$ cat src/verilog/so_pkg.sv
/*
  Shared widths, opcodes and word layout of the self-output datapath.
  The payload of a tagged word is read as data or as config by its opcode.
  The requant helper assumes the product of accumulator and multiplier
  fits PROD_W bits, which holds for a 32-bit signed value times a
  32-bit unsigned multiplier.
*/

package so_pkg;

  // ========================================================================
  // Widths
  // ========================================================================
  localparam int ACC_W     = 32;
  localparam int RES_W     = 8;
  localparam int SCALE_M_W = 32;
  localparam int PAYLOAD_W = ACC_W + RES_W;
  // Shift field fills what the multiplier leaves of the payload
  localparam int SCALE_E_W = PAYLOAD_W - SCALE_M_W;
  localparam int SUM_W     = 22;
  localparam int OP_W      = 2;
  localparam int ROWS_W    = 8;
  localparam int PROD_W    = ACC_W + SCALE_M_W;

  // Output credits after reset
  localparam int CREDIT_W = 3;
  localparam logic [CREDIT_W-1:0] CREDIT_MAX = CREDIT_W'(4);

  // Saturation and clip limits, widened to the product width
  localparam logic signed [PROD_W-1:0] SUM_MAX = (64'sd1 <<< (SUM_W - 1)) - 64'sd1;
  localparam logic signed [PROD_W-1:0] SUM_MIN = -(64'sd1 <<< (SUM_W - 1));
  localparam logic signed [PROD_W-1:0] OUT_MAX = (64'sd1 <<< (RES_W - 1)) - 64'sd1;
  localparam logic signed [PROD_W-1:0] OUT_MIN = -(64'sd1 <<< (RES_W - 1));

  // ========================================================================
  // Tagged input word
  // ========================================================================
  typedef enum logic [OP_W-1:0] {
    OP_DATA      = 2'd0,
    OP_DATA_LAST = 2'd1,
    OP_CFG_MM    = 2'd2,
    OP_CFG_OUT   = 2'd3
  } op_t;

  typedef struct packed {
    logic signed [ACC_W-1:0] acc;
    logic signed [RES_W-1:0] residual;
  } data_fields_t;

  typedef struct packed {
    logic [SCALE_M_W-1:0] m;
    logic [SCALE_E_W-1:0] e;
  } cfg_fields_t;

  typedef union packed {
    data_fields_t data;
    cfg_fields_t  cfg;
  } payload_u;

  // Opcode sits in the top two bits
  typedef struct packed {
    op_t      op;
    payload_u payload;
  } in_word_t;

  // Signed value times unsigned multiplier, arithmetic shift right
  // Shifts of 63 and up leave only the sign
  function automatic logic signed [PROD_W-1:0] requant(
    input logic signed [ACC_W-1:0]     val,
    input logic        [SCALE_M_W-1:0] mult,
    input logic        [SCALE_E_W-1:0] shift
  );
    logic signed [PROD_W-1:0] prod;
    prod = PROD_W'(val) * $signed({{(PROD_W-SCALE_M_W){1'b0}}, mult});
    if (shift >= 63) begin
      return {PROD_W{prod[PROD_W-1]}};
    end
    return prod >>> shift;
  endfunction

endpackage

$ cat src/verilog/so_data_if.sv
/*
  Decoded data items from decode to execute.
  Each item carries both scales it was accepted under.
  advance is the pipeline-wide load enable, driven from the result end.
*/

`timescale 1ns/1ps

interface so_data_if;

  logic                              valid;
  logic signed [so_pkg::ACC_W-1:0]   acc;
  logic signed [so_pkg::RES_W-1:0]   residual;
  logic                              last;

  // Matmul requant scale, used by execute stage 1
  logic [so_pkg::SCALE_M_W-1:0]      m_mm;
  logic [so_pkg::SCALE_E_W-1:0]      e_mm;

  // Output requant scale, passed on to result
  logic [so_pkg::SCALE_M_W-1:0]      m_out;
  logic [so_pkg::SCALE_E_W-1:0]      e_out;

  logic                              advance;

  modport producer (
    output valid, acc, residual, last, m_mm, e_mm, m_out, e_out,
    input  advance
  );

  modport consumer (
    input  valid, acc, residual, last, m_mm, e_mm, m_out, e_out,
    output advance
  );

endinterface

$ cat src/verilog/so_decode.sv
/*
  Input register and opcode decode.
  A word is accepted when in_valid and in_ready are high on a clock edge.
  Config words take effect for data words accepted after them and issue
  no item. Scales come out of reset as multiplier 1, shift 0.
*/

`timescale 1ns/1ps

module so_decode (
  input  logic             clk,
  input  logic             rstn,
  input  logic             in_valid,
  input  so_pkg::in_word_t in_word,
  output logic             in_ready,
  so_data_if.producer      dp
);

  logic                           word_valid;
  so_pkg::in_word_t               word_q;
  logic                           is_data;

  // Live scale registers
  logic [so_pkg::SCALE_M_W-1:0]   mm_m;
  logic [so_pkg::SCALE_E_W-1:0]   mm_e;
  logic [so_pkg::SCALE_M_W-1:0]   out_m;
  logic [so_pkg::SCALE_E_W-1:0]   out_e;

  // Whole pipeline moves together, so ready is just advance
  assign in_ready = dp.advance;

  // ========================================================================
  // Input register
  // ========================================================================
  always_ff @(posedge clk) begin
    if (!rstn) begin
      word_valid <= 1'b0;
    end else if (dp.advance) begin
      word_valid <= in_valid;
    end
  end

  always_ff @(posedge clk) begin
    if (dp.advance && in_valid) begin
      word_q <= in_word;
    end
  end

  // ========================================================================
  // Scale registers
  // ========================================================================
  // Config applies as it leaves the input register
  // Data word loaded on the same edge sees the new value
  always_ff @(posedge clk) begin
    if (!rstn) begin
      mm_m  <= 1;
      mm_e  <= '0;
      out_m <= 1;
      out_e <= '0;
    end else if (dp.advance && word_valid) begin
      case (word_q.op)
        so_pkg::OP_CFG_MM: begin
          mm_m <= word_q.payload.cfg.m;
          mm_e <= word_q.payload.cfg.e;
        end
        so_pkg::OP_CFG_OUT: begin
          out_m <= word_q.payload.cfg.m;
          out_e <= word_q.payload.cfg.e;
        end
        default: begin
        end
      endcase
    end
  end

  // ========================================================================
  // Item to execute
  // ========================================================================
  assign is_data = (word_q.op == so_pkg::OP_DATA) || (word_q.op == so_pkg::OP_DATA_LAST);

  assign dp.valid    = word_valid && is_data;
  assign dp.acc      = word_q.payload.data.acc;
  assign dp.residual = word_q.payload.data.residual;
  assign dp.last     = (word_q.op == so_pkg::OP_DATA_LAST);

  // Stamp current scales onto the item
  assign dp.m_mm  = mm_m;
  assign dp.e_mm  = mm_e;
  assign dp.m_out = out_m;
  assign dp.e_out = out_e;

endmodule

$ cat src/flat_wrapper.sv
// flat-port wrapper written by rule: the top's interface ports become plain ports
module so_decode_flat 
  (clk, rstn, in_valid, in_word, in_ready, dp_valid, dp_acc, dp_residual, dp_last, dp_m_mm, dp_e_mm, dp_m_out, dp_e_out, dp_advance);
  so_data_if dp_i ();
  input  logic clk;
  input  logic rstn;
  input  logic in_valid;
  input  so_pkg::in_word_t in_word;
  output logic in_ready;
  output wire logic [$bits(dp_i.valid)-1:0] dp_valid;
  output wire logic [$bits(dp_i.acc)-1:0] dp_acc;
  output wire logic [$bits(dp_i.residual)-1:0] dp_residual;
  output wire logic [$bits(dp_i.last)-1:0] dp_last;
  output wire logic [$bits(dp_i.m_mm)-1:0] dp_m_mm;
  output wire logic [$bits(dp_i.e_mm)-1:0] dp_e_mm;
  output wire logic [$bits(dp_i.m_out)-1:0] dp_m_out;
  output wire logic [$bits(dp_i.e_out)-1:0] dp_e_out;
  input wire logic [$bits(dp_i.advance)-1:0] dp_advance;
  assign dp_valid = dp_i.valid;
  assign dp_acc = dp_i.acc;
  assign dp_residual = dp_i.residual;
  assign dp_last = dp_i.last;
  assign dp_m_mm = dp_i.m_mm;
  assign dp_e_mm = dp_i.e_mm;
  assign dp_m_out = dp_i.m_out;
  assign dp_e_out = dp_i.e_out;
  assign dp_i.advance = dp_advance;
  so_decode u_core (.clk(clk), .rstn(rstn), .in_valid(in_valid), .in_word(in_word), .in_ready(in_ready), .dp(dp_i));
endmodule
$ cat config.mk
export PLATFORM = sky130hd
export DESIGN_NAME = so_decode_flat
export DESIGN_NICKNAME = d
export VERILOG_FILES = /design/src/verilog/so_pkg.sv /design/src/verilog/so_data_if.sv /design/src/verilog/so_decode.sv /design/src/flat_wrapper.sv
export SDC_FILE = /design/constraint.sdc
export NUM_CORES = 1
export LEC_CHECK = 0
export ABC_AREA = 1
export BUFFER_PORTS_ARGS = -buffer_cell sky130_fd_sc_hd__buf_2
export CORE_MARGIN = 8
export CORE_UTILIZATION = 50
export DETAILED_ROUTE_END_ITERATION = 6
export MAX_ROUTING_LAYER = met4
export PLACE_DENSITY = 0.8
export RECOVER_POWER = 25
export SLEW_MARGIN = 30
export SYNTH_ARGS = -nofsm -noshare
export SYNTH_HDL_FRONTEND = slang
export SYNTH_SLANG_ARGS = --single-unit
$ cat constraint.sdc
create_clock -name clk -period 1.9 [get_ports clk]
set_input_delay 0.38 -clock clk [delete_from_list [all_inputs] [get_ports clk]]
set_output_delay 0.38 -clock clk [all_outputs]
set_load 0.03 [all_outputs]
==> metrics.yaml <==
status: "finished clean"
drv_slew: 0
syn_inst: 566
grt_max_degree: 82
wl_per_cell_um: 14.60
period_share: 0.8657
synth_seq_area_share: 0.5989
start_util: 0.5041
cp_slowest_stage_delay_ns: 0.44
start_kind: "flip-flop"
crit_slowest_cell: "edfxtp_1"
peakVddDrop_mv: 0.5646
hold_class: "in2reg"
timing.final.crit_period_ns: 1.645
dieArea_um2: 13020
placed_cell_area_um2: 5470
die_height_um: 114.1
core.rowCount: 36
cts_resized: 0
via_count: 3906
synth_top_area_frac: 0.3369
cts_max_path_buffers: 2
slew_headroom: 0.1964
clkTransAtPathRegs_ns: 0.06
firstDrtPassIters: 4
drc: 0
yosysUniqueCellTypes: 16
drt_iter0_markers: 245
finalSetupTns_ns: 0
crit_family: "flip-flops"
p_leak_nw: 2.898
layout_common_cells: "167 x buf_2, 159 x nor2_1, 122 x nand2_1, 81 x dfxtp_1"
gp_congestion: 0.7981
final_cells: 836
cts_tree: "built"
clk_latency_ns: 0.51
post_cts_buffers: 0
synth_area_leaders: "dfxtp_1 34%, edfxtp_1 26%, nor2_1 13%, nand2_1 9.5%, buf_4 6.9%"
cts_inserted_buffers: 17
syn_avg_cell_area_um2: 8.504
worstSetupPathType: "reg2out"
cts_hold_buf: 0
syn_area_um2: 4813
ys_warn_count: 0
grt_pass1_wl_um: 19060
avgViaCountPerCell: 4.672
finalNetCount: 736
worst_slew_pin_slew_ns: 1.205
cp-end-kind: "primary output"
dp_hpwl_um: 8704
antenna_left: 0
wl_um: 12200
fp.coreArea_um2: 9549
hold_slack_ns: 0.04097
final_hold_viol_count: 0
power_mw: 6.368
cp_max_fo: 5
arrival_ns: 1.26
syn2layout_area_growth_pct: 24.80
critical_path_buf_inv_count: 1
track_usage: 0.1928
powerDensity_nw_per_um2: 1060
diodes: 0
yosys.area.top_type: "dfxtp_1"
io_buffers: 168
grt_overflow: 0
fmax_mhz: 608.0
io_pins: 169
drive_gt1_frac: 0.2987
htreeDepth: 4
worstPathRequired_ns: 1.52
crit_chain: "nor2_1, buf_2"
grt_pass1_vias: 3800
finalInstanceArea_um2: 6007
chipWidth_um: 114.1
root_buffer: "clkbuf_8"
max-cap-violations: 0
rsz0062_at_grt: "no"
dpl.cell_count: 804
clock-skew-final_ns: 0.006554
synth_nets: 612
synth_seq_cells: 123
nFillCells: 863
cts_sinks: 123
final_common_cell: "buf_2"
antenna_found_initial: 0
setup_viol: 0
[flip-flops by register name (all words and copies together), names as in the netlist]
| signal | count |
|---|---|
| u_core.dp.e_out | 8 |
| u_core.word_q | 2 |
| u_core.word_valid | 1 |
| u_core.dp.acc | 32 |
| u_core.dp.m_mm | 32 |
| u_core.dp.residual | 8 |
| u_core.dp.e_mm | 8 |
| u_core.dp.m_out | 32 |
[worst register-to-register path, cell delays in order, from the launching register on]
cell	delay (ns)
dfxtp_1	0.35
nand2_2	0.13
inv_2	0.28
buf_12	0.22
nand3_1	0.11
nand2_1	0.10
nor2_1	0.04
[routing by layer]
layer / wire length [um] / track usage / up-vias
met5: 0 / - / -
met3: 826 / 0.05063 / 24
met4: 320 / 0.1012 / 0
met2: 5948 / 0.3068 / 155
met1: 5106 / 0.2202 / 1789
li1: - / - / 1938
[final timing paths]
kind	startpoint	slack, ns	cells past startpoint	end
setup / recovery	u_core.word_q[41]	0.26	2	dp_valid
hold / removal	in_word[5]	0.04	1	u_core.dp.residual[5]
setup reg to reg	u_core.word_valid	0.57	6	u_core.dp.m_mm[9]
hold reg to reg	u_core.dp.m_mm[26]	0.48	2	u_core.dp.m_mm[26]
[cells by family after synthesis]
| family | after synthesis | share of synthesized area |
|---|---|---|
| compound gates | 3 | 0.003640 |
| buf+inv | 114 | 0.1305 |
| flops | 123 | 0.5989 |
| simple gates | 326 | 0.2670 |
[report_power, final]
group / switching [mW] / internal, mW / total, mW / leakage, nW
registers: 0.0509 / 2.83 / 2.88 / 1.05
clock network: 1.12 / 1.82 / 2.94 / 0.262
logic: 0.397 / 0.155 / 0.552 / 1.59
total: 1.56 / 4.80 / 6.37 / 2.90
[cells in the mapped netlist]
master	n
o21a_1	1
nor2_4	1
o21ai_0	2
nand2_1	122
nor2_1	161
edfxtp_1	42
dfxtp_1	81
inv_2	1
buf_2	16
nand3_1	41
buf_6	2
nand2_2	1
buf_1	7
inv_1	43
clkbuf_1	1
buf_4	44
[area by class of cell]
class	count	area, um^2	area share
clock inverters	11	93.84	0.01562
clock buffers	21	459.2	0.07644
multi-input cells	329	1313	0.2185
repair buffers	175	927.1	0.1543
flip-flops and latches	123	2883	0.4799
well taps	133	166.4	0.02770
inverters	44	165.2	0.02749
[metrics by stage]
stage / util / worst slack (ns)
after floorplan: - / 0.2469
after global placement: 0.5729 / 0.4820
after detailed placement: 0.5729 / 0.4236
final: 0.6291 / 0.2552
after CTS: 0.6308 / 0.2286
after global routing: 0.6291 / 0.1453
(Power assumes the default switching activity.)
