**src/verilog/so_pkg.sv**
```systemverilog
/*
  Shared widths, opcodes and word layout of the self-output datapath.
  The payload of a tagged word is read as data or as config by its opcode.
  The requant helper assumes the product of accumulator and multiplier
  fits PROD_W bits, which holds for a 32-bit signed value times a
  32-bit unsigned multiplier.
*/

package so_pkg;

  // ========================================================================
  // Widths
  // ========================================================================
  localparam int ACC_W     = 32;
  localparam int RES_W     = 8;
  localparam int SCALE_M_W = 32;
  localparam int PAYLOAD_W = ACC_W + RES_W;
  // Shift field fills what the multiplier leaves of the payload
  localparam int SCALE_E_W = PAYLOAD_W - SCALE_M_W;
  localparam int SUM_W     = 22;
  localparam int OP_W      = 2;
  localparam int ROWS_W    = 8;
  localparam int PROD_W    = ACC_W + SCALE_M_W;

  // Output credits after reset
  localparam int CREDIT_W = 3;
  localparam logic [CREDIT_W-1:0] CREDIT_MAX = CREDIT_W'(4);

  // Saturation and clip limits, widened to the product width
  localparam logic signed [PROD_W-1:0] SUM_MAX = (64'sd1 <<< (SUM_W - 1)) - 64'sd1;
  localparam logic signed [PROD_W-1:0] SUM_MIN = -(64'sd1 <<< (SUM_W - 1));
  localparam logic signed [PROD_W-1:0] OUT_MAX = (64'sd1 <<< (RES_W - 1)) - 64'sd1;
  localparam logic signed [PROD_W-1:0] OUT_MIN = -(64'sd1 <<< (RES_W - 1));

  // ========================================================================
  // Tagged input word
  // ========================================================================
  typedef enum logic [OP_W-1:0] {
    OP_DATA      = 2'd0,
    OP_DATA_LAST = 2'd1,
    OP_CFG_MM    = 2'd2,
    OP_CFG_OUT   = 2'd3
  } op_t;

  typedef struct packed {
    logic signed [ACC_W-1:0] acc;
    logic signed [RES_W-1:0] residual;
  } data_fields_t;

  typedef struct packed {
    logic [SCALE_M_W-1:0] m;
    logic [SCALE_E_W-1:0] e;
  } cfg_fields_t;

  typedef union packed {
    data_fields_t data;
    cfg_fields_t  cfg;
  } payload_u;

  // Opcode sits in the top two bits
  typedef struct packed {
    op_t      op;
    payload_u payload;
  } in_word_t;

  // Signed value times unsigned multiplier, arithmetic shift right
  // Shifts of 63 and up leave only the sign
  function automatic logic signed [PROD_W-1:0] requant(
    input logic signed [ACC_W-1:0]     val,
    input logic        [SCALE_M_W-1:0] mult,
    input logic        [SCALE_E_W-1:0] shift
  );
    logic signed [PROD_W-1:0] prod;
    prod = PROD_W'(val) * $signed({{(PROD_W-SCALE_M_W){1'b0}}, mult});
    if (shift >= 63) begin
      return {PROD_W{prod[PROD_W-1]}};
    end
    return prod >>> shift;
  endfunction

endpackage

```
**src/verilog/so_sum_if.sv**
```systemverilog
/*
  Saturated 22-bit sums from execute to result.
  The output scale travels with each sum.
  advance comes from the credit logic in result.
*/

`timescale 1ns/1ps

interface so_sum_if;

  logic                              valid;
  logic signed [so_pkg::SUM_W-1:0]   sum;
  logic                              last;

  // Output requant scale stamped at decode
  logic [so_pkg::SCALE_M_W-1:0]      m_out;
  logic [so_pkg::SCALE_E_W-1:0]      e_out;

  logic                              advance;

  modport producer (
    output valid, sum, last, m_out, e_out,
    input  advance
  );

  modport consumer (
    input  valid, sum, last, m_out, e_out,
    output advance
  );

endinterface

```
**src/verilog/so_result.sv**
```systemverilog
/*
  Output requant, int8 clip, credits and row count.
  out_valid is a one-cycle pulse and each pulse spends one credit.
  The consumer returns credits on out_credit, one per cycle at most,
  and never more than it was given. rows_done wraps at 2^ROWS_W.
*/

`timescale 1ns/1ps

module so_result (
  input  logic                      clk,
  input  logic                      rstn,
  so_sum_if.consumer                sp,
  output logic                      out_valid,
  output logic [so_pkg::RES_W-1:0]  out_data,
  output logic                      out_last,
  input  logic                      out_credit,
  output logic [so_pkg::ROWS_W-1:0] rows_done
);

  logic [so_pkg::CREDIT_W-1:0]       credits;
  logic                              issue;
  logic signed [so_pkg::PROD_W-1:0]  scaled;
  logic [so_pkg::RES_W-1:0]          clipped;

  // ========================================================================
  // Credits and stall
  // ========================================================================
  // A credit returning this cycle can be spent at once
  assign sp.advance = (credits != '0) || out_credit;
  assign issue      = sp.advance && sp.valid;

  always_ff @(posedge clk) begin
    if (!rstn) begin
      credits <= so_pkg::CREDIT_MAX;
    end else begin
      case ({issue, out_credit})
        2'b10:   credits <= credits - 1'b1;
        2'b01:   credits <= credits + 1'b1;
        default: credits <= credits;
      endcase
    end
  end

  // ========================================================================
  // Output requant and clip
  // ========================================================================
  assign scaled = so_pkg::requant(sp.sum, sp.m_out, sp.e_out);

  always_comb begin
    if (scaled > so_pkg::OUT_MAX) begin
      clipped = so_pkg::OUT_MAX[so_pkg::RES_W-1:0];
    end else if (scaled < so_pkg::OUT_MIN) begin
      clipped = so_pkg::OUT_MIN[so_pkg::RES_W-1:0];
    end else begin
      clipped = scaled[so_pkg::RES_W-1:0];
    end
  end

  // ========================================================================
  // Output register and row counter
  // ========================================================================
  always_ff @(posedge clk) begin
    if (!rstn) begin
      out_valid <= 1'b0;
      out_last  <= 1'b0;
      rows_done <= '0;
    end else begin
      // No credit means no pulse and the item waits upstream
      out_valid <= issue;
      out_last  <= issue && sp.last;
      if (issue && sp.last) begin
        rows_done <= rows_done + 1'b1;
      end
    end
  end

  always_ff @(posedge clk) begin
    if (issue) begin
      out_data <= clipped;
    end
  end

endmodule

```
**src/flat_wrapper.sv**
```systemverilog
// flat-port wrapper written by rule: the top's interface ports become plain ports
module so_result_flat 
  (clk, rstn, out_valid, out_data, out_last, out_credit, rows_done, sp_valid, sp_sum, sp_last, sp_m_out, sp_e_out, sp_advance);
  so_sum_if sp_i ();
  input  logic clk;
  input  logic rstn;
  output logic out_valid;
  output logic [so_pkg::RES_W-1:0] out_data;
  output logic out_last;
  input  logic out_credit;
  output logic [so_pkg::ROWS_W-1:0] rows_done;
  input wire logic [$bits(sp_i.valid)-1:0] sp_valid;
  input wire logic [$bits(sp_i.sum)-1:0] sp_sum;
  input wire logic [$bits(sp_i.last)-1:0] sp_last;
  input wire logic [$bits(sp_i.m_out)-1:0] sp_m_out;
  input wire logic [$bits(sp_i.e_out)-1:0] sp_e_out;
  output wire logic [$bits(sp_i.advance)-1:0] sp_advance;
  assign sp_i.valid = sp_valid;
  assign sp_i.sum = sp_sum;
  assign sp_i.last = sp_last;
  assign sp_i.m_out = sp_m_out;
  assign sp_i.e_out = sp_e_out;
  assign sp_advance = sp_i.advance;
  so_result u_core (.clk(clk), .rstn(rstn), .sp(sp_i), .out_valid(out_valid), .out_data(out_data), .out_last(out_last), .out_credit(out_credit), .rows_done(rows_done));
endmodule
```
**config.mk**
```make
export PLATFORM = sky130hd
export DESIGN_NAME = so_result_flat
export DESIGN_NICKNAME = d
export VERILOG_FILES = /design/src/verilog/so_pkg.sv /design/src/verilog/so_sum_if.sv /design/src/verilog/so_result.sv /design/src/flat_wrapper.sv
export SDC_FILE = /design/constraint.sdc
export NUM_CORES = 2
export LEC_CHECK = 0
export BUFFER_PORTS_ARGS = -buffer_cell sky130_fd_sc_hd__buf_4
export CORE_ASPECT_RATIO = 0.9
export CORE_MARGIN = 2
export CORE_UTILIZATION = 30
export CTS_CLUSTER_DIAMETER = 40
export CTS_CLUSTER_SIZE = 20
export DETAILED_ROUTE_END_ITERATION = 7
export GPL_TIMING_DRIVEN = 0
export HOLD_SLACK_MARGIN = 0.12
export PLACE_DENSITY = 0.5
export SLEW_MARGIN = 0
export SYNTH_ARGS = -nofsm -noshare
export SYNTH_HDL_FRONTEND = slang
export SYNTH_SLANG_ARGS = --single-unit
```
**constraint.sdc**
```tcl
create_clock -name clk -period 12.7 [get_ports clk]
set_input_delay 3.81 -clock clk [delete_from_list [all_inputs] [get_ports clk]]
set_output_delay 3.81 -clock clk [all_outputs]
set_load 0.02 [all_outputs]
```
==> results.cfg <==
[status]
status = finished with violations
violations = setup timing

[worst_setup_path]
path_class = primary input to register
crit_path_end_kind = register
r2r_setup_slack_ns = 10.11
required_ns = 12.65
r2r-end = u_core.credits[2]
critPathMostFrequentCell = fa_1
r2r_start = u_core.credits[0]
critPathArrivalTime_ns = 12.89
worstRegToRegCells = 9
cp_slowest_stage_delay_ns = 0.61
startpoint_type = primary input
crit_fanout = 10
critPathSlowestCell = or4_4

[detailed_routing]
viasPerCell = 5.691
drc = 0
drt_wl_total_mm = 147.2
ant_nets = 0
dr.first_iter.drc_count = 3753
drt_first_pass_iters = 8
vias = 31380
wire_per_inst_um = 26.70

[global_routing]
grt_pass1_wl_mm = 216.6
first_global_vias = 31690
grt_max_degree = 12
overflow = 0
antenna_found_initial = 14
grt_use_total_pct = 27.73

[synth]
synth_ff_type = dfxtp_1
synth-edff-count = 8
synth_fa_ha_area_share_pct = 47.50
ys_seq_area_share_pct = 1.628
ys_ff_latch = 21
synth_compound_area_share_pct = 16.15
synth_nets = 4723
synth_area_um2 = 30750
synth-simple-area-share_pct = 21.99
yosys_warnings = 0
yosys-mux-area-fraction_pct = 0.9847
synth-xor-area-share_pct = 0.8260
avgSynthCellArea_um2 = 7.991
synth_top_cell_area_share_pct = 39.00
synth_top_family_by_area = adder cells
synth_common_cells = 624 x inv_1, 599 x fa_1, 571 x nand2_1
yosysMostFrequentCell = inv_1
async_flop_share_pct = 0
postSynthCellCount = 3848
yosysTopAreaCell = fa_1
yosys.cell_types.count = 103
ys_top_cells_by_area = fa_1 39%, ha_1 8.5%, inv_1 7.6%

[sta]
skew_ns = 0.002257
finalHoldWorstSlack_ns = 0.4960
timing.slew.headroom_pct = 11.04
setup_viol = 7
rsz0062_at_grt = true
tightest_slew_ns = 1.329
finalMaxSlewViolations = 0
hold_violations = 0
fmax_mhz = 77.24
fin_crit_ns = 12.95
setup_ws_ns = -0.2462
fin_crit_sh_pct = 101.9

[flow_run]
maxCapViolations = 0

[clock_network]
postCtsHoldBufs = 0
clock_path_buffers = 2
path_clk_slew_ns = 0.06
cts_root_buf = clkbuf_16
worstSkewPairLatency_ns = 0.25
cts_tree = built
cts.sinks = 21
cts_buffers = 3
cts_max_level = 1

[floorplanning]
boundaryPins = 86
die_w_um = 341.5
rows = 111
start_util_pct = 30.25
coreArea_um2 = 101700
dieArea_um2 = 105100
die_y_um = 307.7

[finish]
nFillCells = 10570
final_nets = 5027
layout-area-overhead-vs-synth_pct = 27.61
drive_gt1_share_pct = 21.49
multiInputGateArea_um2 = 29430
seq_area_um2 = 500.5

[worst_hold_path]
holdPathEnd = u_core.rows_done[7]
holdCritPathClass = register to register
hold_depth = 2
worstHoldStart = u_core.rows_done[7]

[placement]
place_ws_ns = -3.115
gp_congestion = 0.9915
dpl.hpwl_mm = 117.7
portBuffers = 82
layout by cell type, fill, tap and decap left out, types with 16 or more instances in the layout:
cell       synthesis  final
a211oi_1          25     17
a21o_1            27     25
a21oi_1          147    100
a21oi_2            6     32
a21oi_4            2     23
a31oi_1           27     18
and2_1           307    292
and3_1            20     17
buf_12             0     16
buf_4              1    280
buf_6              3     33
buf_8              0     21
clkbuf_1         209     75
clkbuf_16          0     40
clkbuf_4           0     18
clkbuf_8           0     40
fa_1             599    570
fa_2               0     29
ha_1             209    190
ha_4               0     17
inv_1            624    607
inv_2              4     20
nand2_1          571    562
nand2b_1          24     23
nand3_1           68     57
nand4_1           67     67
nor2_1           178    158
nor3_1            52     37
o211ai_1          45     45
o21a_1            19     17
o21ai_0          109     68
o21ai_1           10     16
o21ai_2            2     26
or3_1             24     23
xnor2_1           16     16
cell families after synthesis:
family,after synthesis
XOR/XNOR,29
flip-flops,21
AO/OA/AOI/OAI,697
buffers and inverters,879
multiplexers,25
AND/OR/NAND/NOR,1389
adder cells (fa/ha/maj),808
per-stage QoR:
step                      area, um2  setup TNS [ns]  util, %  instances
final                         39240          -1.378    38.60       5513
after global routing          39230          -1.907    38.59       5509
after CTS                     37690               0    37.07       5417
after detailed placement      33080          -22.29    32.53       5287
after global placement        33060          -23.34    32.52       5286
after floorplan               30750               0        -       3848
how the worst max path moves through the flow:
| stage | startpoint | to | slack (ns) |
|---|---|---|---|
| floorplan | sp_sum[21] | u_core.out_data[4] | 0.25 |
| global placement | sp_sum[21] | u_core.out_data[6] | -3.30 |
| detailed placement | sp_sum[21] | u_core.out_data[4] | -3.11 |
| CTS | sp_sum[4] | u_core.out_data[0] | 0.0002 |
| global route | sp_sum[6] | u_core.out_data[0] | -0.34 |
| finish | sp_m_out[9] | u_core.out_data[5] | -0.25 |
flip-flops by register name, indices dropped and copies added, names as in the netlist:
name	count
u_core.out_data	8
u_core.rows_done	8
u_core.credits	3
u_core.out_last	1
u_core.out_valid	1
worst max-delay path, delay by kind of cell:
| family | cells | cell delay [ns] |
|---|---|---|
| adders and majority gates | 8 | 3.99 |
| AOI/OAI and AO/OA | 12 | 3.15 |
| and+or+nand+nor | 4 | 0.99 |
| buffers and inverters | 9 | 0.93 |
cell type report:
cell class,count,area share [%]
multi-input cells,2948,75.01
repair buffers,307,6.585
clock buffers,4,0.2009
inverters,629,6.055
well taps,1356,4.324
plain buffers,242,6.508
diodes,6,0.03826
flip-flops and latches,21,1.275
routing by layer:
metal	track usage (%)	vias to the layer above	wire [um]
li1	-	13210	-
met1	41.44	16060	64190
met2	41.03	1855	61290
met3	5.809	246	17840
met4	5.215	2	3890
met5	0	-	13
repair_timing:
item                                    4_1_cts  5_1_grt
setup buffers                               128       90
gates resized for setup                     805      236
pin swaps                                   166      200
endpoints found under the setup margin        8        7
gates cloned                                  4        2
Power is left out: the tool's default activity adds up to more than one toggle a clock period on the data nets, which glitch-free logic cannot reach.
