==> src/verilog/so_pkg.sv <==
/*
  Shared widths, opcodes and word layout of the self-output datapath.
  The payload of a tagged word is read as data or as config by its opcode.
  The requant helper assumes the product of accumulator and multiplier
  fits PROD_W bits, which holds for a 32-bit signed value times a
  32-bit unsigned multiplier.
*/

package so_pkg;

  // ========================================================================
  // Widths
  // ========================================================================
  localparam int ACC_W     = 32;
  localparam int RES_W     = 8;
  localparam int SCALE_M_W = 32;
  localparam int PAYLOAD_W = ACC_W + RES_W;
  // Shift field fills what the multiplier leaves of the payload
  localparam int SCALE_E_W = PAYLOAD_W - SCALE_M_W;
  localparam int SUM_W     = 22;
  localparam int OP_W      = 2;
  localparam int ROWS_W    = 8;
  localparam int PROD_W    = ACC_W + SCALE_M_W;

  // Output credits after reset
  localparam int CREDIT_W = 3;
  localparam logic [CREDIT_W-1:0] CREDIT_MAX = CREDIT_W'(4);

  // Saturation and clip limits, widened to the product width
  localparam logic signed [PROD_W-1:0] SUM_MAX = (64'sd1 <<< (SUM_W - 1)) - 64'sd1;
  localparam logic signed [PROD_W-1:0] SUM_MIN = -(64'sd1 <<< (SUM_W - 1));
  localparam logic signed [PROD_W-1:0] OUT_MAX = (64'sd1 <<< (RES_W - 1)) - 64'sd1;
  localparam logic signed [PROD_W-1:0] OUT_MIN = -(64'sd1 <<< (RES_W - 1));

  // ========================================================================
  // Tagged input word
  // ========================================================================
  typedef enum logic [OP_W-1:0] {
    OP_DATA      = 2'd0,
    OP_DATA_LAST = 2'd1,
    OP_CFG_MM    = 2'd2,
    OP_CFG_OUT   = 2'd3
  } op_t;

  typedef struct packed {
    logic signed [ACC_W-1:0] acc;
    logic signed [RES_W-1:0] residual;
  } data_fields_t;

  typedef struct packed {
    logic [SCALE_M_W-1:0] m;
    logic [SCALE_E_W-1:0] e;
  } cfg_fields_t;

  typedef union packed {
    data_fields_t data;
    cfg_fields_t  cfg;
  } payload_u;

  // Opcode sits in the top two bits
  typedef struct packed {
    op_t      op;
    payload_u payload;
  } in_word_t;

  // Signed value times unsigned multiplier, arithmetic shift right
  // Shifts of 63 and up leave only the sign
  function automatic logic signed [PROD_W-1:0] requant(
    input logic signed [ACC_W-1:0]     val,
    input logic        [SCALE_M_W-1:0] mult,
    input logic        [SCALE_E_W-1:0] shift
  );
    logic signed [PROD_W-1:0] prod;
    prod = PROD_W'(val) * $signed({{(PROD_W-SCALE_M_W){1'b0}}, mult});
    if (shift >= 63) begin
      return {PROD_W{prod[PROD_W-1]}};
    end
    return prod >>> shift;
  endfunction

endpackage

==> src/verilog/so_data_if.sv <==
/*
  Decoded data items from decode to execute.
  Each item carries both scales it was accepted under.
  advance is the pipeline-wide load enable, driven from the result end.
*/

`timescale 1ns/1ps

interface so_data_if;

  logic                              valid;
  logic signed [so_pkg::ACC_W-1:0]   acc;
  logic signed [so_pkg::RES_W-1:0]   residual;
  logic                              last;

  // Matmul requant scale, used by execute stage 1
  logic [so_pkg::SCALE_M_W-1:0]      m_mm;
  logic [so_pkg::SCALE_E_W-1:0]      e_mm;

  // Output requant scale, passed on to result
  logic [so_pkg::SCALE_M_W-1:0]      m_out;
  logic [so_pkg::SCALE_E_W-1:0]      e_out;

  logic                              advance;

  modport producer (
    output valid, acc, residual, last, m_mm, e_mm, m_out, e_out,
    input  advance
  );

  modport consumer (
    input  valid, acc, residual, last, m_mm, e_mm, m_out, e_out,
    output advance
  );

endinterface

==> src/verilog/so_sum_if.sv <==
/*
  Saturated 22-bit sums from execute to result.
  The output scale travels with each sum.
  advance comes from the credit logic in result.
*/

`timescale 1ns/1ps

interface so_sum_if;

  logic                              valid;
  logic signed [so_pkg::SUM_W-1:0]   sum;
  logic                              last;

  // Output requant scale stamped at decode
  logic [so_pkg::SCALE_M_W-1:0]      m_out;
  logic [so_pkg::SCALE_E_W-1:0]      e_out;

  logic                              advance;

  modport producer (
    output valid, sum, last, m_out, e_out,
    input  advance
  );

  modport consumer (
    input  valid, sum, last, m_out, e_out,
    output advance
  );

endinterface

==> src/verilog/so_requant_add.sv <==
/*
  Matmul requant, residual add and saturation, two register stages.
  Stage 1 keeps the full 64-bit shifted product, so no bits are lost
  before the add. Stage 2 saturates to the signed 22-bit layer-norm range.
  Both stages hold their item while advance is low.
*/

`timescale 1ns/1ps

module so_requant_add (
  input  logic        clk,
  input  logic        rstn,
  so_data_if.consumer dp,
  so_sum_if.producer  sp
);

  // Stage 1 registers
  logic                              s1_valid;
  logic signed [so_pkg::PROD_W-1:0]  s1_scaled;
  logic signed [so_pkg::RES_W-1:0]   s1_residual;
  logic                              s1_last;
  logic [so_pkg::SCALE_M_W-1:0]      s1_m_out;
  logic [so_pkg::SCALE_E_W-1:0]      s1_e_out;

  // Stage 2 combinational
  logic signed [so_pkg::PROD_W-1:0]  res_ext;
  logic signed [so_pkg::PROD_W-1:0]  sum_wide;
  logic signed [so_pkg::SUM_W-1:0]   sum_sat;

  // Stall passes straight through
  assign dp.advance = sp.advance;

  // ========================================================================
  // Stage 1: requant with the mm scale
  // ========================================================================
  always_ff @(posedge clk) begin
    if (!rstn) begin
      s1_valid <= 1'b0;
    end else if (sp.advance) begin
      s1_valid <= dp.valid;
    end
  end

  always_ff @(posedge clk) begin
    if (sp.advance) begin
      s1_scaled   <= so_pkg::requant(dp.acc, dp.m_mm, dp.e_mm);
      s1_residual <= dp.residual;
      s1_last     <= dp.last;
      s1_m_out    <= dp.m_out;
      s1_e_out    <= dp.e_out;
    end
  end

  // ========================================================================
  // Stage 2: residual add and saturation
  // ========================================================================
  // Residual x256 then >>8 upstream reduces to sign extension
  assign res_ext = {{(so_pkg::PROD_W-so_pkg::RES_W){s1_residual[so_pkg::RES_W-1]}},
                    s1_residual};

  // 64 bits leave headroom for the 8-bit residual
  assign sum_wide = s1_scaled + res_ext;

  always_comb begin
    if (sum_wide > so_pkg::SUM_MAX) begin
      sum_sat = so_pkg::SUM_MAX[so_pkg::SUM_W-1:0];
    end else if (sum_wide < so_pkg::SUM_MIN) begin
      sum_sat = so_pkg::SUM_MIN[so_pkg::SUM_W-1:0];
    end else begin
      sum_sat = sum_wide[so_pkg::SUM_W-1:0];
    end
  end

  always_ff @(posedge clk) begin
    if (!rstn) begin
      sp.valid <= 1'b0;
    end else if (sp.advance) begin
      sp.valid <= s1_valid;
    end
  end

  always_ff @(posedge clk) begin
    if (sp.advance) begin
      sp.sum   <= sum_sat;
      sp.last  <= s1_last;
      sp.m_out <= s1_m_out;
      sp.e_out <= s1_e_out;
    end
  end

endmodule

==> src/flat_wrapper.sv <==
// flat-port wrapper written by rule: the top's interface ports become plain ports
module so_requant_add_flat 
  (clk, rstn, dp_valid, dp_acc, dp_residual, dp_last, dp_m_mm, dp_e_mm, dp_m_out, dp_e_out, dp_advance, sp_valid, sp_sum, sp_last, sp_m_out, sp_e_out, sp_advance);
  so_data_if dp_i ();
  so_sum_if sp_i ();
  input  logic clk;
  input  logic rstn;
  input wire logic [$bits(dp_i.valid)-1:0] dp_valid;
  input wire logic [$bits(dp_i.acc)-1:0] dp_acc;
  input wire logic [$bits(dp_i.residual)-1:0] dp_residual;
  input wire logic [$bits(dp_i.last)-1:0] dp_last;
  input wire logic [$bits(dp_i.m_mm)-1:0] dp_m_mm;
  input wire logic [$bits(dp_i.e_mm)-1:0] dp_e_mm;
  input wire logic [$bits(dp_i.m_out)-1:0] dp_m_out;
  input wire logic [$bits(dp_i.e_out)-1:0] dp_e_out;
  output wire logic [$bits(dp_i.advance)-1:0] dp_advance;
  output wire logic [$bits(sp_i.valid)-1:0] sp_valid;
  output wire logic [$bits(sp_i.sum)-1:0] sp_sum;
  output wire logic [$bits(sp_i.last)-1:0] sp_last;
  output wire logic [$bits(sp_i.m_out)-1:0] sp_m_out;
  output wire logic [$bits(sp_i.e_out)-1:0] sp_e_out;
  input wire logic [$bits(sp_i.advance)-1:0] sp_advance;
  assign dp_i.valid = dp_valid;
  assign dp_i.acc = dp_acc;
  assign dp_i.residual = dp_residual;
  assign dp_i.last = dp_last;
  assign dp_i.m_mm = dp_m_mm;
  assign dp_i.e_mm = dp_e_mm;
  assign dp_i.m_out = dp_m_out;
  assign dp_i.e_out = dp_e_out;
  assign dp_advance = dp_i.advance;
  assign sp_valid = sp_i.valid;
  assign sp_sum = sp_i.sum;
  assign sp_last = sp_i.last;
  assign sp_m_out = sp_i.m_out;
  assign sp_e_out = sp_i.e_out;
  assign sp_i.advance = sp_advance;
  so_requant_add u_core (.clk(clk), .rstn(rstn), .dp(dp_i), .sp(sp_i));
endmodule
==> config.mk <==
export PLATFORM = sky130hd
export DESIGN_NAME = so_requant_add_flat
export DESIGN_NICKNAME = d
export VERILOG_FILES = /design/src/verilog/so_pkg.sv /design/src/verilog/so_data_if.sv /design/src/verilog/so_sum_if.sv /design/src/verilog/so_requant_add.sv /design/src/flat_wrapper.sv
export SDC_FILE = /design/constraint.sdc
export NUM_CORES = 2
export LEC_CHECK = 0
export ABC_CLOCK_PERIOD_IN_PS = 9890
export BUFFER_PORTS_ARGS = -buffer_cell sky130_fd_sc_hd__buf_2
export CORE_MARGIN = 3
export CORE_UTILIZATION = 65
export DETAILED_ROUTE_END_ITERATION = 7
export GPL_TIMING_DRIVEN = 0
export MAX_ROUTING_LAYER = met4
export PLACE_DENSITY = 0.83
export SETUP_SLACK_MARGIN = 0.1
export SYNTH_ARGS = -nofsm -noshare
export SYNTH_HDL_FRONTEND = slang
export SYNTH_SLANG_ARGS = --single-unit
==> constraint.sdc <==
create_clock -name clk -period 9.89 [get_ports clk]
set_clock_uncertainty 0.05 [all_clocks]
set_input_delay 0.4945 -clock clk [delete_from_list [all_inputs] [get_ports clk]]
set_output_delay 0.4945 -clock clk [all_outputs]
set_load 0.03 [all_outputs]
==> run_results.csv <==
group,metric,value,unit
worst_setup_path,slowest_stage,"or4_1",
worst_setup_path,reg2reg_depth,17,
logic_synthesis,ys_async_sr_fraction,0,%
drt,antenna_left,0,
drt,num_vias,48093,
final_layout,fin_nets,7315,
worst_setup_path,worstSetupEndpointType,"flip-flop",
floorplan,initial_utilization,66.2,%
worst_setup_path,criticalPathCategory,"in -> reg",
final_layout,fin_cells,7021,
final_layout,stdcell_area,54600,µm²
drt,firstDrtPassIters,8,
clock_tree,clk_pin_slew,0.09,ns
clock_tree,htree_levels,4,
global_route,grt_pass1_vias,48306,
logic_synthesis,synthFlopType,"edfxtp_1",
place,place_hpwl,166000,µm
final_layout,multi_input_comb_area,41100,µm²
sta,fin_crit_sh,102,%
hold_path,holdCritStartpoint,"dp_m_out[22]",
drt,drt_wl_total,204000,µm
place,dpl_cell_area,53000,µm²
worst_setup_path,r2r_start,"u_core.s1_residual[7]",
place,post-place-ws,-1.17,ns
sta,timing.slew.headroom,26.7,%
floorplan,io_pins,190,
sta,rsz0062_at_grt,"yes",
sta,finalHoldViolCount,0,
sta,drv_slew,0,
floorplan,chipHeight,285,µm
sta,finalSetupViolCount,3,
final_layout,area_growth_syn_to_layout,7.75,%
final_layout,seq_area,5330,µm²
worst_setup_path,crit_path_frequent_cell,"fa_1",
outcome,outcome,"finished, violations left",
logic_synthesis,synth.area.top_cells,"fa_1, edfxtp_1, ha_1, and2_1, inv_1",
final_layout,utilization,71.4,%
worst_setup_path,critical-path-top-delay-family,"adder cells",
sta,worstMarginPinSlew,1.10,ns
global_route,grt_max_degree,111,
outcome,violations,"design-rule violations, negative setup slack",
logic_synthesis,yosysWarnings,0,
logic_synthesis,synth-seq-cells,178,
global_route,antenna_found_initial,25,
drt,via_per_inst,6.85,
worst_setup_path,path_buf_inv,5,
logic_synthesis,netlist.area_leader.share,35.4,%
clock_tree,clock_latency,0.45,ns
place,numPortBuffers,184,
floorplan,dieArea,81400,µm²
drt,drc,12,
floorplan,core.rowCount,101,
sta,timing.final.ws_setup,-0.176,ns
clock_tree,cts_tree,"done",
clock_tree,cts-root-buf,"clkbuf_16",
worst_setup_path,startpoint_type,"input pin",
logic_synthesis,netlist_area,50700,µm²
clock_tree,clk_path_buf_depth,2,
final_layout,fillers,5866,
clock_tree,clock_sinks,178,
worst_setup_path,cp.depth,27,
worst_setup_path,cp.arrival,10.16,ns
floorplan,core,76600,µm²
worst_setup_path,max_stage_delay,0.61,ns
clock_tree,cts_hold_buf,0,
final_layout,final_cell_mix,"inv_1, fa_1, and2_1, nand2_1, ha_1",
sta,fin_crit,10.07,ns
place,place.gp.congestion,1.19,
final_layout,drive_gt1_share,10.4,%
logic_synthesis,synthCells,5713,
sta,fmax,0.0993,GHz
final_layout,layout_commonest_cell,"inv_1",
worst_setup_path,timing.rr.end,"u_core.sp.sum[17]",
logic_synthesis,synth_top_area_cell,"fa_1",
logic_synthesis,syn_nets,7090,
worst_setup_path,cp.required,9.98,ns
logic_synthesis,yosysSeqAreaShare,10.5,%
global_route,track_usage,51.8,%
hold_path,hp-class,"in -> reg",
drt,first_iter_violations,7640,
logic_synthesis,synth_edf_count,176,
floorplan,die_x,285,µm
drt,wl_per_cell,29.1,µm
place,post-place-cells,6933,
logic_synthesis,ys_types,115,
clock_tree,cts_buffers,17,
worst_setup_path,worstSetupEndpoint,"u_core.s1_scaled[23]",
worst_setup_path,startpoint,"dp_m_mm[19]",
run,cap_violations,0,
logic_synthesis,synth.avg_cell_area,8.88,µm²
global_route,overflow,0,
worst_setup_path,crit_fanout,10,
global_route,grt_pass1_wl,302000,µm
worst_setup_path,r2r_slack,4.12,ns
==> final cells by class <==
class,count,area share [%]
multi-input cells,4266,75.1
flip-flops and latches,178,9.74
inverters,924,6.35
plain buffers,345,2.99
well taps,1030,2.36
repair buffers,206,2.13
clock buffers,17,0.778
clock inverters,15,0.337
diodes,40,0.183
==> registers in the layout (all words and copies together) (netlist names) <==
signal,flops
u_core.s1_e_out,8
u_core.s1_last,1
u_core.s1_m_out,32
u_core.s1_residual,8
u_core.s1_scaled,64
u_core.s1_valid,1
u_core.sp.e_out,8
u_core.sp.last,1
u_core.sp.m_out,32
u_core.sp.sum,22
u_core.sp.valid,1
==> cell usage after synthesis, drive strengths merged (50+ instances only) <==
master / instances
nand3: 54
mux2i: 50
o21ai: 221
edfxtp: 176
xnor2: 60
fa: 898
ha: 354
a21o: 54
clkbuf: 277
nor3: 73
nand2: 620
and2: 659
buf: 68
nor2: 205
inv: 923
a21oi: 250
nand4: 55
==> layer usage <==
metal / track usage [%] / part of all wire [%] / vias to the layer above
li1: - / - / 19143
met1: 66.2 / 36 / 23340
met2: 68.7 / 39 / 4409
met3: 24.4 / 18 / 1201
met4: 25.7 / 7.3 / 0
met5: - / 0 / -
==> kinds of logic (layout without fill, tap and decap cells) <==
group / after synthesis / after routing / synth area share (%)
other cells: 0 / 40 / 0
fa+ha+maj: 1252 / 1252 / 44.2
compound gates: 1001 / 1001 / 13.6
flops: 178 / 178 / 10.5
buf+inv: 1269 / 1507 / 9.57
mux: 80 / 80 / 1.88
simple gates: 1837 / 1837 / 18.6
xor+xnor: 96 / 96 / 1.69
==> how the worst min path moves through the flow <==
stage               cells past startpoint                  end  slack [ns]
global placement                        0  u_core.sp.m_out[24]        0.35
detailed placement                      0  u_core.sp.m_out[13]        0.36
floorplan                               0   u_core.sp.e_out[0]        0.35
global route                            1   u_core.s1_e_out[6]        0.14
CTS                                     1  u_core.s1_m_out[22]        0.14
finish                                  1  u_core.s1_m_out[22]        0.15
==> stage by stage <==
step | hold slack, ns | TNS [ns]
6_report | 0.155 | -0.186
3_3_place_gp | 0.350 | -55.04
4_1_cts | 0.141 | 0
2_1_floorplan | 0.350 | 0
3_5_place_dp | 0.355 | -46.47
5_1_grt | 0.141 | -0.0106
==> repair_timing <==
| action | 4_1_cts | 5_1_grt |
|---|---|---|
| gates resized for setup | 97 | 303 |
| pin swaps | 0 | 12 |
| setup buffers | 0 | 15 |
| setup endpoints to repair | 58 | 62 |
==> worst register-to-register path, cell delays in order (launching register included) <==
cell	delay, ns
edfxtp_1	0.78
buf_16	0.25
buf_16	0.20
ha_1	0.26
clkbuf_1	0.19
a21o_1	0.22
a311oi_1	0.43
a21oi_1	0.14
a221o_1	0.38
a22o_1	0.24
a21oi_1	0.25
o21ai_0	0.16
a21oi_1	0.29
xor2_1	0.21
nor4_1	0.10
a41oi_1	0.64
clkbuf_1	0.53
o21ai_1	0.18
Power is left out: the tool's default activity adds up to more than one toggle a clock period on the data nets, which glitch-free logic cannot reach.
